File: src/logic/cpuCfg.svh
//******************************
// Build constants of the CPU
// Include in each RTL file that
// needs widths or reset values
//******************************
`ifndef CPU_CFG_SVH
`define CPU_CFG_SVH

`define CPU_DATA_W 8
`define CPU_ADDR_W 16
`define CPU_RESET_VECTOR 16'h0000  // First fetch address

// Halt bit is XORed with this every cycle while trapped
`define CPU_TRAP_TOGGLE 1'b1

`endif

File: src/logic/cpuPkg.sv
//******************************
// Types shared by the CPU units
// Referenced as cpuPkg::name
//******************************
`default_nettype none
`include "cpuCfg.svh"

package cpuPkg;

	// Sequencer states, one cycle each
	typedef enum logic [3:0] {
		stFetch,
		stDecode,
		stExecute,
		stOperandLow,
		stOperandLowData,
		stOperandHigh,
		stOperandHighData,
		stAccess,
		stAccessData,
		stHalt,
		stTrap
	} cpuStateT;

	// Upper three opcode bits, value 7 is unused
	typedef enum logic [2:0] {
		mImplied,
		mImmediate,
		mDirect,
		mStore,
		mBranch,
		mJump,
		mHalt
	} addrModeT;

	typedef enum logic [4:0] {
		opLd, opAdd, opSub, opAnd, opOr,  // Operand group
		opCla, opIna, opDca, opRol, opRor, opCpa, opClc, opSec, opNop  // Implied group
	} aluOpT;

	typedef enum logic [4:0] {
		brCc, brCs, brNe, brEq, brPl, brMi, brVc, brVs
	} branchCondT;

	typedef struct packed {
		addrModeT mode;
		logic [`CPU_DATA_W-4:0] op;  // aluOpT or branchCondT by mode
	} instrFieldsT;

	// Opcode byte seen whole or split
	typedef union packed {
		logic [`CPU_DATA_W-1:0] raw;
		instrFieldsT fields;
	} instrWordT;

endpackage

`default_nettype wire

File: src/logic/cpuCtrlIf.sv
//******************************
// Control bundle shared by the
// sequencer, accumulator and
// address unit of the CPU
//******************************
`default_nettype none
`include "cpuCfg.svh"

interface cpuCtrlIf;
	cpuPkg::cpuStateT state;
	cpuPkg::instrWordT instr;  // Valid from stExecute on
	logic [`CPU_DATA_W-1:0] accum;
	logic carry;
	logic zero;
	logic negative;
	logic overflow;

	modport seq (output state, output instr,
		input carry, input zero, input negative, input overflow);

	modport acc (input state, input instr,
		output accum, output carry, output zero, output negative, output overflow);

	modport addr (input state, input instr,
		input carry, input zero, input negative, input overflow);

	// Observation only
	modport top (input state, input instr, input accum,
		input carry, input zero, input negative, input overflow);
endinterface

`default_nettype wire

File: src/logic/accumulator.sv
//******************************
// Accumulator, ALU and flags
// Z and N track the accumulator
//******************************
`default_nettype none
`include "cpuCfg.svh"

module accumulator (
	input logic CLK,
	input logic rstN,
	input logic [`CPU_DATA_W-1:0] dataIn,
	cpuCtrlIf.acc ctrl,
	output logic [`CPU_DATA_W-1:0] dataOut
);
	localparam int Msb = `CPU_DATA_W - 1;

	cpuPkg::aluOpT op;
	logic useData;
	logic useImplied;
	logic [Msb:0] addB;
	logic addCin;
	logic [`CPU_DATA_W:0] sum;
	logic sumOvf;

	assign op = cpuPkg::aluOpT'(ctrl.instr.fields.op);

	assign useData =
		(ctrl.state == cpuPkg::stOperandLowData && ctrl.instr.fields.mode == cpuPkg::mImmediate) ||
		(ctrl.state == cpuPkg::stAccessData && ctrl.instr.fields.mode == cpuPkg::mDirect);
	assign useImplied = ctrl.state == cpuPkg::stExecute &&
		ctrl.instr.fields.mode == cpuPkg::mImplied;

	// One adder for ADD, SUB, INA and DCA
	always_comb begin
		addB = dataIn;
		addCin = 1'b0;
		case (op)
			cpuPkg::opSub: begin
				addB = ~dataIn;  // C set means no borrow
				addCin = 1'b1;
			end
			cpuPkg::opIna: begin
				addB = '0;
				addCin = 1'b1;
			end
			cpuPkg::opDca: addB = '1;
			default: ;
		endcase
	end

	assign sum = {1'b0, ctrl.accum} + {1'b0, addB} + {{`CPU_DATA_W{1'b0}}, addCin};
	assign sumOvf = (ctrl.accum[Msb] == addB[Msb]) && (sum[Msb] != ctrl.accum[Msb]);

	always_ff @(posedge CLK) begin
		if (!rstN) begin
			ctrl.accum <= '0;
			ctrl.carry <= 1'b0;
			ctrl.overflow <= 1'b0;
		end else if (useData) begin
			case (op)
				cpuPkg::opLd: ctrl.accum <= dataIn;
				cpuPkg::opAdd, cpuPkg::opSub: begin
					ctrl.accum <= sum[Msb:0];
					ctrl.carry <= sum[`CPU_DATA_W];
					ctrl.overflow <= sumOvf;
				end
				cpuPkg::opAnd: ctrl.accum <= ctrl.accum & dataIn;
				cpuPkg::opOr: ctrl.accum <= ctrl.accum | dataIn;
				default: ;
			endcase
		end else if (useImplied) begin
			case (op)
				cpuPkg::opCla: ctrl.accum <= '0;
				cpuPkg::opIna, cpuPkg::opDca: begin
					ctrl.accum <= sum[Msb:0];
					ctrl.carry <= sum[`CPU_DATA_W];
					ctrl.overflow <= sumOvf;
				end
				cpuPkg::opRol: begin
					ctrl.accum <= {ctrl.accum[Msb-1:0], ctrl.carry};  // Through carry
					ctrl.carry <= ctrl.accum[Msb];
				end
				cpuPkg::opRor: begin
					ctrl.accum <= {ctrl.carry, ctrl.accum[Msb:1]};
					ctrl.carry <= ctrl.accum[0];
				end
				cpuPkg::opCpa: ctrl.accum <= ~ctrl.accum;
				cpuPkg::opClc: ctrl.carry <= 1'b0;
				cpuPkg::opSec: ctrl.carry <= 1'b1;
				default: ;  // NOP
			endcase
		end
	end

	assign ctrl.zero = ~|ctrl.accum;
	assign ctrl.negative = ctrl.accum[Msb];
	assign dataOut = ctrl.accum;
endmodule

`default_nettype wire

File: src/logic/addressUnit.sv
//******************************
// Program counter, operand
// address and branch decision
// Selects the bus address
//******************************
`default_nettype none
`include "cpuCfg.svh"

module addressUnit (
	input logic CLK,
	input logic rstN,
	input logic [`CPU_DATA_W-1:0] dataIn,
	cpuCtrlIf.addr ctrl,
	output logic [`CPU_ADDR_W-1:0] addr
);
	localparam int ExtW = `CPU_ADDR_W - `CPU_DATA_W;

	logic [`CPU_ADDR_W-1:0] pc;
	logic [`CPU_ADDR_W-1:0] opAddr;  // Gathered direct address
	logic [`CPU_ADDR_W-1:0] offset;
	cpuPkg::branchCondT cond;
	logic taken;

	assign cond = cpuPkg::branchCondT'(ctrl.instr.fields.op);

	always_comb begin
		case (cond)
			cpuPkg::brCc: taken = !ctrl.carry;
			cpuPkg::brCs: taken = ctrl.carry;
			cpuPkg::brNe: taken = !ctrl.zero;
			cpuPkg::brEq: taken = ctrl.zero;
			cpuPkg::brPl: taken = !ctrl.negative;
			cpuPkg::brMi: taken = ctrl.negative;
			cpuPkg::brVc: taken = !ctrl.overflow;
			cpuPkg::brVs: taken = ctrl.overflow;
			default: taken = 1'b0;
		endcase
	end

	// Signed offset byte
	assign offset = {{ExtW{dataIn[`CPU_DATA_W-1]}}, dataIn};

	always_ff @(posedge CLK) begin
		if (!rstN) begin
			pc <= `CPU_RESET_VECTOR;
		end else begin
			case (ctrl.state)
				cpuPkg::stFetch, cpuPkg::stOperandLow, cpuPkg::stOperandHigh:
					pc <= pc + `CPU_ADDR_W'(1);  // Step past each fetched byte
				cpuPkg::stOperandLowData: begin
					// PC already points past the offset byte
					if (ctrl.instr.fields.mode == cpuPkg::mBranch && taken)
						pc <= pc + offset;
				end
				cpuPkg::stOperandHighData: begin
					if (ctrl.instr.fields.mode == cpuPkg::mJump)
						pc <= {dataIn, opAddr[`CPU_DATA_W-1:0]};
				end
				default: ;
			endcase
		end
	end

	// Low byte first, then high byte
	always_ff @(posedge CLK) begin
		if (ctrl.state == cpuPkg::stOperandLowData)
			opAddr[`CPU_DATA_W-1:0] <= dataIn;
		if (ctrl.state == cpuPkg::stOperandHighData)
			opAddr[`CPU_ADDR_W-1:`CPU_DATA_W] <= dataIn;
	end

	assign addr = (ctrl.state == cpuPkg::stAccess) ? opAddr : pc;
endmodule

`default_nettype wire

File: src/logic/cpucr.sv
//******************************
// CPU top level with a plain
// memory bus, one byte per cycle
// rdWr low means write
//******************************
`default_nettype none
`include "cpuCfg.svh"

module cpucr (
	input logic CLK,
	input logic rstN,
	output logic [`CPU_ADDR_W-1:0] addr,
	input logic [`CPU_DATA_W-1:0] dataIn,
	output logic [`CPU_DATA_W-1:0] dataOut,
	output logic rdWr,
	output logic halt
);
	cpuCtrlIf ctrlBus ();

	sequencer sequencer_i (
		.CLK(CLK),
		.rstN(rstN),
		.dataIn(dataIn),
		.ctrl(ctrlBus.seq),
		.rdWr(rdWr),
		.halt(halt)
	);

	accumulator accumulator_i (
		.CLK(CLK),
		.rstN(rstN),
		.dataIn(dataIn),
		.ctrl(ctrlBus.acc),
		.dataOut(dataOut)  // Store data is always the accumulator
	);

	addressUnit addressUnit_i (
		.CLK(CLK),
		.rstN(rstN),
		.dataIn(dataIn),
		.ctrl(ctrlBus.addr),
		.addr(addr)
	);
endmodule

`default_nettype wire

File: src/logic/sequencer.sv
//******************************
// Instruction register and state
// sequencer, also drives rdWr
// and the halt output
//******************************
`default_nettype none
`include "cpuCfg.svh"

module sequencer (
	input logic CLK,
	input logic rstN,
	input logic [`CPU_DATA_W-1:0] dataIn,
	cpuCtrlIf.seq ctrl,
	output logic rdWr,
	output logic halt
);
	cpuPkg::instrWordT fetched;
	cpuPkg::cpuStateT nextState;
	logic legal;

	// Mode must be listed and op must fit that mode
	function automatic logic opLegal(cpuPkg::instrWordT w);
		logic ok;
		case (w.fields.mode)
			cpuPkg::mImplied:
				ok = (w.fields.op >= 5'(cpuPkg::opCla)) && (w.fields.op <= 5'(cpuPkg::opNop));
			cpuPkg::mImmediate, cpuPkg::mDirect:
				ok = w.fields.op <= 5'(cpuPkg::opOr);
			cpuPkg::mBranch:
				ok = w.fields.op <= 5'(cpuPkg::brVs);
			cpuPkg::mStore, cpuPkg::mJump, cpuPkg::mHalt:
				ok = w.fields.op == '0;
			default:
				ok = 1'b0;
		endcase
		return ok;
	endfunction

	assign fetched.raw = dataIn;  // Opcode is on the bus during stDecode
	assign legal = opLegal(fetched);

	always_ff @(posedge CLK) begin
		if (ctrl.state == cpuPkg::stDecode)
			ctrl.instr <= fetched;
	end

	always_comb begin
		nextState = cpuPkg::stTrap;
		case (ctrl.state)
			cpuPkg::stFetch: nextState = cpuPkg::stDecode;
			cpuPkg::stDecode: nextState = legal ? cpuPkg::stExecute : cpuPkg::stTrap;
			cpuPkg::stExecute: begin
				if (ctrl.instr.fields.mode == cpuPkg::mImplied)
					nextState = cpuPkg::stFetch;
				else if (ctrl.instr.fields.mode == cpuPkg::mHalt)
					nextState = cpuPkg::stHalt;
				else
					nextState = cpuPkg::stOperandLow;
			end
			cpuPkg::stOperandLow: nextState = cpuPkg::stOperandLowData;
			cpuPkg::stOperandLowData: begin
				// Single operand byte for immediate and branch
				if (ctrl.instr.fields.mode == cpuPkg::mImmediate ||
						ctrl.instr.fields.mode == cpuPkg::mBranch)
					nextState = cpuPkg::stFetch;
				else
					nextState = cpuPkg::stOperandHigh;
			end
			cpuPkg::stOperandHigh: nextState = cpuPkg::stOperandHighData;
			cpuPkg::stOperandHighData: begin
				if (ctrl.instr.fields.mode == cpuPkg::mJump)
					nextState = cpuPkg::stFetch;
				else
					nextState = cpuPkg::stAccess;
			end
			cpuPkg::stAccess: begin
				if (ctrl.instr.fields.mode == cpuPkg::mStore)
					nextState = cpuPkg::stFetch;  // Write happens at end of stAccess
				else
					nextState = cpuPkg::stAccessData;
			end
			cpuPkg::stAccessData: nextState = cpuPkg::stFetch;
			cpuPkg::stHalt: nextState = cpuPkg::stHalt;
			default: nextState = cpuPkg::stTrap;
		endcase
	end

	always_ff @(posedge CLK) begin
		if (!rstN) begin
			ctrl.state <= cpuPkg::stFetch;
			halt <= 1'b0;
		end else begin
			ctrl.state <= nextState;
			if (nextState == cpuPkg::stHalt)
				halt <= 1'b1;
			else if (nextState == cpuPkg::stTrap)
				halt <= (ctrl.state == cpuPkg::stTrap) ? halt ^ `CPU_TRAP_TOGGLE : 1'b1;
			else
				halt <= 1'b0;
		end
	end

	assign rdWr = !(ctrl.state == cpuPkg::stAccess && ctrl.instr.fields.mode == cpuPkg::mStore);
endmodule

`default_nettype wire

File: config.mk
export PLATFORM = sky130hd
export DESIGN_NAME = cpucr
export DESIGN_NICKNAME = d
export VERILOG_FILES = /design/src/logic/cpuPkg.sv /design/src/logic/cpuCtrlIf.sv /design/src/logic/accumulator.sv /design/src/logic/addressUnit.sv /design/src/logic/cpucr.sv /design/src/logic/sequencer.sv
export VERILOG_INCLUDE_DIRS = /design/src /design/src/logic
export SDC_FILE = /design/constraint.sdc
export NUM_CORES = 1
export LEC_CHECK = 0
export ABC_AREA = 1
export BUFFER_PORTS_ARGS = -buffer_cell sky130_fd_sc_hd__buf_2
export CAP_MARGIN = 5
export CORE_MARGIN = 1.5
export CORE_UTILIZATION = 35
export CTS_CLUSTER_DIAMETER = 60
export DETAILED_ROUTE_END_ITERATION = 7
export GPL_TIMING_DRIVEN = 1
export PLACE_DENSITY = 0.62
export SYNTH_ARGS = -nofsm -noshare
export SYNTH_HDL_FRONTEND = slang
export SYNTH_SLANG_ARGS = --single-unit
export TNS_END_PERCENT = 50
File: constraint.sdc
create_clock -name CLK -period 6.4 [get_ports CLK]
set_clock_uncertainty 0.2 [all_clocks]
set_input_delay 0.96 -clock CLK [delete_from_list [all_inputs] [get_ports CLK]]
set_output_delay 0.96 -clock CLK [all_outputs]
set_load 0.01 [all_outputs]
==> results of run 1 <==
[power breakdown]
group          leakage [nW]  switching [mW]  internal [mW]
clock                0.0850           0.136          0.180
combinational          2.02           0.472          0.217
sequential            0.471          0.0546          0.433
total                  2.58           0.663          0.830
[Yosys cell counts, drive strengths merged (2+ instances only)]
cell type	number	area (um^2)
o22ai	6	37.5
ha	22	275
nand3b	3	22.5
inv	101	379
nand2	260	1010
nor2	97	423
dfxtp	31	621
fa	3	60.1
o2111ai	2	17.5
and2	3	18.8
o221ai	3	26.3
nand4	8	50.1
buf	6	43.8
a31oi	2	12.5
nand3	44	220
edfxtp	24	721
o211ai	11	82.6
or2	2	12.5
o21ai	46	230
clkinv	2	7.51
a21oi	53	277
clkbuf	9	33.8
xor2	2	17.5
nor3	9	45.0
xnor2	2	17.5
[area by class of cell]
class,count,area [um^2],share of cell area [%]
multi-input combinational,587,2930,56.1
sequential,55,1340,25.7
clock inverter,1,5.00,0.0958
tap,176,220,4.21
clock buffer,7,164,3.14
inverter,103,387,7.40
timing repair buffer,35,175,3.35
[final timing paths]
path                              end  slack (ns)  depth (start not counted)
max                           addr[9]        2.70                          7
min              addressUnit_i.pc[15]        0.29                          2
max reg2reg  accumulator_i.ctrl.carry        3.28                         17
min reg2reg      addressUnit_i.pc[15]        0.29                          2
[metal layers]
layer | vias up | GRT usage [%] | routed length (um)
li1 | 2523 | - | -
met1 | 2274 | 28.4 | 6740
met2 | 186 | 32.3 | 6450
met3 | 23 | 3.54 | 966
met4 | 0 | 6.03 | 302
met5 | - | 0 | 0
[cell usage in the layout, fill, tap and decap left out, types with 6 or more instances in the layout]
cell type,count
inv_1,91
clkbuf_16,6
a21oi_1,52
o211ai_1,11
nor2_1,89
nand2_1,249
o21ai_0,45
nand2_2,9
buf_2,35
ha_1,22
nor3_1,9
dfxtp_1,31
inv_2,10
edfxtp_1,24
nand4_1,8
nand3_1,44
o22ai_1,6
[worst max-delay path, stage by stage, from the launching register on]
cell and delay [ns]:
dfxtp_1 0.35, inv_1 0.08, nand2_2 0.10, inv_1 0.08, nand2_1 0.42, clkinv_1 0.62, o21ai_0 0.40, buf_2 0.18
[state kept, by name, summed over array words and instances (netlist names)]
register / cells
addressUnit_i.opAddr: 16
addressUnit_i.pc: 16
accumulator_i.ctrl.accum: 8
sequencer_i.ctrl.instr: 8
sequencer_i.ctrl.state: 4
accumulator_i.ctrl.carry: 1
accumulator_i.ctrl.overflow: 1
sequencer_i.halt: 1
[through the flow]
| stage | hold WS (ns) | worst slack (ns) |
|---|---|---|
| detailed placement | 0.278 | 2.98 |
| global route | 0.308 | 2.41 |
| CTS | 0.288 | 2.70 |
| floorplan | 0.257 | 3.38 |
| finish | 0.290 | 2.70 |
| global placement | 0.275 | 3.00 |
[cells by family after synthesis]
family,Yosys count,synth area share [%]
fa+ha+maj,25,7.08
compound gates,131,15.8
xor+xnor,4,0.740
flops,55,28.3
buf+inv,118,9.80
simple gates,427,38.2
==> impl_results.md, run 1 <==
- Main synth FF type: dfxtp_1
- Synth async-reset ratio: 0%
- Relative slew margins: 41.9%
- Row cnt: 42
- Skew-Pair Late Insertion Delay: 0.30 ns
- PortBufs: 35
- Die Ht: 119 um
- Clock Path Buffers: 2
- Fin nets: 822
- Post-cts gate resize count: 0
- Fin util: 39.5%
- Design Area, Final: 5230 um^2
- H-Tree Level Count: 2
- Worst Setup End Kind: output pin
- Post-synthesis sequential area ratio: 28.3%
- Final Setup Violations: 0
- WL per Instance: 15.0 um
- Clk sinks: 55
- Synthesized area per cell: 6.23 um^2
- Post-DP Area: 5060 um^2
- Post-synth cell types: 45
- Filler cells: 1466
- RSZ-0062 raised after global routing: no
- Critical path class: reg -> out
- Slew Viols, Final: 0
- Core region area: 13200 um^2
- Hold Vio Cnt, Final: 0
- TritonCTS clock tree: yes
- Power per cell area: 286 nW/um^2
- Syn_nets: 795
- Post-CTS Setup Repair Bufs: 0
- CTS clk-pin slew, worst paths: 0.08 ns
- Placed Instances: 956
- Total wire length: 14500 um
- Pleak: 2.58 nW
- First-pass DRT Iterations: 5
- Detail Route Antenna Nets: 0
- Max-Cap Viols: 0
- Iter 0 DRT Violations: 431
- Starting Density: 35.8%
- Die W: 119 um
- Hold path start: addressUnit_i.pc[15]
- Worst path required time: 5.24 ns
- Worst Max-Slew Pin Slew: 0.868 ns
- Design Power: 1.49 mW
- Via-to-Cell Ratio: 5.19
- Number of global-route vias before repair: 4542
- Layout area overhead: 10.3%
- Largest net degree at the start of global routing: 22
- Fmax: 0.270 GHz
- Cts hold-fix bufs: 0
- CP startpoint kind: flip-flop
- Clock root buffer: clkbuf_16
- CP Max Fanout: 19
- Peak supply drop: 0.000172 V
- Critical R2R Launch: sequencer_i.ctrl.instr[3]
- CP arrival: 2.54 ns
- Initial antenna violation count: 0
- Fin crit share: 57.8%
- Post-Route Setup TNS: 0 ns
- First-pass GRT wire length: 23000 um
- DIE AREA: 14200 um^2
- Grt ovf: 0
- DRC viols: 0
- Final Critical Period: 3.70 ns
- Status: completed
- Via count: 5006
- Hold Crit Class: reg -> reg
- Post-Syn Area: 4740 um^2
- Post-DP HPWL: 11000 um
- #FFs+latches synth: 55
- CTS Buf Count: 5
- Final GP Congestion: 0.934
- Post-synth EDFFs: 24
- Ant. Diodes: 0
- Finished Layout Cells: 964
- Synth Instances: 760
- Start point of the critical path: sequencer_i.ctrl.state[3]
- Share of layout cells above drive strength 1: 9.52%
- Total Routing Usage GR: 20.4%
- Yosys synthesis warning count: 0
- IO Pins: 36
(Power assumes the default switching activity.)
==> run 2: changes to the inputs <==
Settings changed: ABC_AREA 1 to 0.
Clock period 6.4 ns to 3.6 ns, I/O delays scaled along.
==> impl_results.md, run 2 <==
- CP startpoint kind: flip-flop
- Area contributors post-synth: edfxtp_1, dfxtp_1, ha_1
- Grt ovf: 0
- Total Routing Usage GR: 19.6%
- Most common cell after layout, fill and taps aside: nand2_1
- Die W: 118 um
- First-pass GRT wire length: 22400 um
- Critical R2R Launch: sequencer_i.ctrl.state[1]
- WL per Instance: 18.0 um
- Max-Cap Viols: 0
- RSZ-0062 raised after global routing: no
- Most frequent cells in the layout: nand2_1, o21ai_0, nor2_1
- Hold Vio Cnt, Final: 0
- Slew Viols, Final: 0
- Ant. Diodes: 0
- Row cnt: 41
- Yosys synthesis warning count: 0
- Detail Route Antenna Nets: 0
- Leading registers by flop count: addressUnit_i.opAddr: 16 flops, addressUnit_i.pc: 16 flops
- Post-DP Area: 5090 um^2
- Via count: 4517
- Design Area, Final: 5240 um^2
- Fin crit share: 93.0%
- Via-to-Cell Ratio: 5.98
- Max layer used: met4
- Post-Syn Area: 4660 um^2
- DIE AREA: 14000 um^2
- Post-synthesis sequential area ratio: 28.8%
- Clk sinks: 55
- Reg-to-Reg End: addressUnit_i.pc[15]
- Met3 WL: 859 um
- CTS clk-pin slew, worst paths: 0.07 ns
- Synth Instances: 553
- Synthesized area per cell: 8.43 um^2
- Worst R2R Setup Slack: 0.25 ns
- Count leader, synth: nand2_1
- Hold path depth: 2
- Worst path required time: 3.60 ns
- Post-CTS Setup Repair Bufs: 0
- Power per cell area: 591 nW/um^2
- Hold path start: addressUnit_i.pc[5]
- Final Critical Period: 3.35 ns
- Clock Path Buffers: 2
- Core region area: 12800 um^2
- Peak supply drop: 0.000194 V
- H-Tree Level Count: 2
- Fin nets: 617
- PortBufs: 35
- CP arrival: 3.35 ns
- Clock root buffer: clkbuf_16
- Relative slew margins: 52.2%
- Post-synth cell types: 75
- Initial antenna violation count: 0
- TritonCTS clock tree: yes
- Synth async-reset ratio: 0%
- #FFs+latches synth: 55
- Worst Setup End Kind: flip-flop
- Status: completed
- Total wire length: 13600 um
- Die Ht: 118 um
- Hold_ws: 0.323 ns
- Worst Max-Slew Pin Slew: 0.713 ns
- Worst hold endpoint: addressUnit_i.pc[5]
- Post-DP HPWL: 9630 um
- Fmax: 0.299 GHz
- Final GP Congestion: 0.931
- Post-Route M1 WL: 5880 um
- Critical path class: reg -> reg
- Largest net degree at the start of global routing: 29
- First-pass DRT Iterations: 7
- Syn_nets: 588
- Final Setup Violations: 0
- Starting Density: 36.4%
- Synth area leader: edfxtp_1
- Hold Crit Class: reg -> reg
- DRC viols: 0
- CTS Buf Count: 5
- Pleak: 2.13 nW
- Layout area overhead: 12.3%
- Post-Route Setup TNS: 0 ns
- Number of global-route vias before repair: 4362
- CP Max Fanout: 21
- Main synth FF type: dfxtp_1
- Synth top cells by count: nand2_1, o21ai_0, nor2_1, dfxtp_1, a21oi_1
- Worst R2R Path Depth: 12
- Met2 wire len: 6500 um
- Iter 0 DRT Violations: 469
- Synth top area share: 15.5%
- Share of layout cells above drive strength 1: 19.0%
- Post-synth EDFFs: 24
- Skew-Pair Late Insertion Delay: 0.31 ns
- IO Pins: 36
-- run 2: cell count changes after synthesis, sizes merged, moves of 11 or more --
cell    before  now
inv        101   16
buf          6   17
a21oi       53   30
clkbuf       9   20
nand3       44   11
mux2         0   18
nand2      260   59
nor2        97   41
nor2b        0   11
a211oi       1   12
-- run 2: layout make-up --
cell class,instances,area [um^2]
Inverter,17,63.8
Multi-Input combinational cell,444,3110
Sequential cell,55,1340
Tap cell,172,215
Clock inverter,2,12.5
Timing Repair Buffer,59,368
Clock buffer,6,129
Fill cell,1295,7590
-- run 2: stage by stage --
stage	cells	worst slack, ns	util (%)	total power [mW]
2_1_floorplan	553	0.0570	-	2.15
3_3_place_gp	747	0.269	39.7	2.53
3_5_place_dp	747	0.177	39.7	2.58
4_1_cts	755	0.237	40.8	3.09
5_1_grt	755	0.0541	40.8	3.31
6_report	755	0.251	40.8	3.09
-- run 2: layer usage --
metal	global-route usage, %	up-vias
li1	-	2144
met1	25.1	2188
met2	33.2	161
met3	3.23	24
met4	7.38	0
met5	0	-
-- run 2: worst max-delay path, stage by stage (launching register included) --
cell	delay, ns
dfxtp_1	0.34
nor4b_4	0.34
buf_12	0.20
nand2_1	0.08
inv_1	0.12
ha_1	0.30
and3_1	0.21
and3_4	0.19
a2111oi_4	0.45
o31ai_2	0.20
mux2i_1	0.18
a21boi_1	0.08
o311a_1	0.33
-- run 2: worst max-delay path by stage --
stage | to | start
floorplan | accumulator_i.ctrl.accum[4] | sequencer_i.ctrl.instr[2]
global placement | accumulator_i.ctrl.accum[4] | dataIn[0]
detailed placement | accumulator_i.ctrl.accum[4] | dataIn[0]
CTS | addressUnit_i.pc[15] | sequencer_i.ctrl.state[1]
global route | addressUnit_i.pc[15] | sequencer_i.ctrl.state[1]
finish | addressUnit_i.pc[15] | sequencer_i.ctrl.state[1]
-- run 2: logic make-up (layout without fill, tap and decap cells) --
family	count (synthesis)	after routing	synth area share, %
buf+inv	54	84	5.12
simple gates	183	183	20.5
flops	55	55	28.8
fa+ha+maj	25	25	7.19
compound gates	193	193	29.2
xor+xnor	15	15	2.82
mux	28	28	6.49
-- run 2: what timing repair did --
| item | in CTS | in global routing |
|---|---|---|
| hold buffers | 0 | 0 |
| setup endpoints to repair | 0 | 1 |
| gates resized for setup | 0 | 1 |
-- run 2: report_power, final --
part	switching (mW)	internal, mW
clock	0.244	0.258
sequential	0.117	0.788
combinational	1.02	0.671
total	1.38	1.72
==> run 3: changes to the inputs <==
Settings changed: CORE_ASPECT_RATIO set to 1.4, RECOVER_POWER set to 25.
==> impl_results.md, run 3 (synthesis results as in run 2) <==
- Relative slew margins: 42.3%
- CTS clk-pin slew, worst paths: 0.07 ns
- First-pass GRT wire length: 22100 um
- Fin nets: 615
- Most common cell after layout, fill and taps aside: nand2_1
- Die Ht: 140 um
- Largest stage delay, worst path: 0.41 ns
- Post-DP HPWL: 9850 um
- CP startpoint kind: flip-flop
- Worst Max-Slew Pin Slew: 0.866 ns
- Core region area: 12900 um^2
- Detail Route Antenna Nets: 0
- Total Routing Usage GR: 19.9%
- Critical-path cell list: nor4b_4, buf_12, nand2_1, inv_1, ha_1, a211oi_1, nor2_1, a2111oi_4, o31ai_2, mux2i_1, a21boi_1, o311a_1
- Reg-to-Reg End: addressUnit_i.pc[15]
- Number of global-route vias before repair: 4254
- CP Max Fanout: 21
- Leading registers by flop count: addressUnit_i.opAddr: 16 flops, addressUnit_i.pc: 16 flops
- PortBufs: 35
- CP max stage cell: a2111oi_4
- RSZ-0062 raised after global routing: no
- IO Pins: 36
- Worst R2R Path Depth: 12
- Clock root buffer: clkbuf_16
- Worst path required time: 3.59 ns
- Ant. Diodes: 0
- Via-to-Cell Ratio: 5.90
- Die W: 101 um
- Hold Crit Class: reg -> reg
- Critical R2R Launch: sequencer_i.ctrl.state[1]
- Final GP Congestion: 0.914
- Initial antenna violation count: 0
- Status: completed
- Hold Vio Cnt, Final: 0
- Place WS: 0.205 ns
- Worst Setup End Kind: flip-flop
- Grt ovf: 0
- Share of layout cells above drive strength 1: 17.0%
- Power per cell area: 590 nW/um^2
- Largest net degree at the start of global routing: 34
- Peak supply drop: 0.000254 V
- Fin crit share: 93.0%
- Slew Viols, Final: 0
- WL per Instance: 18.1 um
- CP arrival: 3.33 ns
- Skew-Pair Late Insertion Delay: 0.30 ns
- Hold path start: accumulator_i.ctrl.overflow
- Hold path depth: 2
- Via count: 4479
- H-Tree Level Count: 2
- Clk sinks: 55
- Worst hold endpoint: accumulator_i.ctrl.overflow
- Final Setup Violations: 0
- Starting Density: 36.1%
- Critical path class: reg -> reg
- Pleak: 2.09 nW
- Row cnt: 49
- DIE AREA: 14000 um^2
- Layout area overhead: 11.7%
- Clock Path Buffers: 2
- Final Critical Period: 3.35 ns
- First-pass DRT Iterations: 6
- Slack of the critical path: 0.254 ns
- Total wire length: 13800 um
- Post-Route Setup TNS: 0 ns
- Most frequent cells in the layout: nand2_1, o21ai_0, nor2_1
- DRC viols: 0
- Fmax: 0.299 GHz
- Max-Cap Viols: 0
- Worst R2R Setup Slack: 0.25 ns
- Iter 0 DRT Violations: 362
- CTS Buf Count: 5
- TritonCTS clock tree: yes
-- run 3: changes by cell type in the layout (fill, tap and decap cells not counted), sizes merged --
cell	previous run	this run
buf	59	47
clkbuf	6	16
-- run 3: layout make-up --
class,instances,area [um^2]
fill,1306,7730
multi-input combinational,444,3110
sequential,55,1340
timing repair buffer,57,333
tap,178,223
clock buffer,6,129
inverter,17,63.8
clock inverter,2,12.5
-- run 3: through the flow --
step	area (um^2)	instances	power (mW)	util [%]	hold slack, ns
after floorplan	4680	553	2.15	-	0.257
after global placement	5080	751	2.54	39.3	0.290
after detailed placement	5080	751	2.58	39.3	0.291
after CTS	5230	759	3.08	40.4	0.309
after global routing	5210	759	3.29	40.3	0.350
final	5210	759	3.08	40.3	0.299
-- run 3: how the worst max path moves through the flow --
| stage | cells after the start | slack (ns) | start | end |
|---|---|---|---|---|
| floorplan | 15 | 0.06 | sequencer_i.ctrl.instr[2] | accumulator_i.ctrl.accum[4] |
| global placement | 12 | 0.27 | dataIn[0] | accumulator_i.ctrl.accum[4] |
| detailed placement | 12 | 0.20 | dataIn[0] | accumulator_i.ctrl.accum[4] |
| CTS | 12 | 0.26 | sequencer_i.ctrl.state[1] | addressUnit_i.pc[15] |
| global route | 12 | 0.05 | sequencer_i.ctrl.state[1] | addressUnit_i.pc[15] |
| finish | 12 | 0.25 | sequencer_i.ctrl.state[1] | addressUnit_i.pc[15] |
-- run 3: power breakdown --
group	switching, mW	leakage (nW)	total [mW]	internal, mW
logic	1.01	1.55	1.68	0.667
registers	0.108	0.473	0.896	0.788
clock network	0.243	0.0669	0.501	0.258
total	1.36	2.09	3.08	1.71
-- run 3: critical path, delay by kind of cell, from the launching register on --
| family | cells | cell delay (ns) |
|---|---|---|
| AOI/OAI and AO/OA | 5 | 1.34 |
| and+or+nand+nor | 3 | 0.63 |
| DFF | 1 | 0.34 |
| buffers and inverters | 2 | 0.30 |
| adders and majority gates | 1 | 0.24 |
| muxes | 1 | 0.18 |
-- run 3: timing repair --
item / in CTS / in global routing
buffers inserted: 0 / 0
resized for setup: 0 / 1
endpoints found under the setup margin: 0 / 1
hold buffers: 0 / 0
-- run 3: layer usage --
metal	share of wire, %	track usage, %	vias up	wire length (um)
met5	0	0	-	0
met4	3.3	8.30	0	461
li1	-	-	2134	-
met2	50	35.2	169	6920
met3	5.9	1.91	24	810
met1	41	24.4	2152	5580
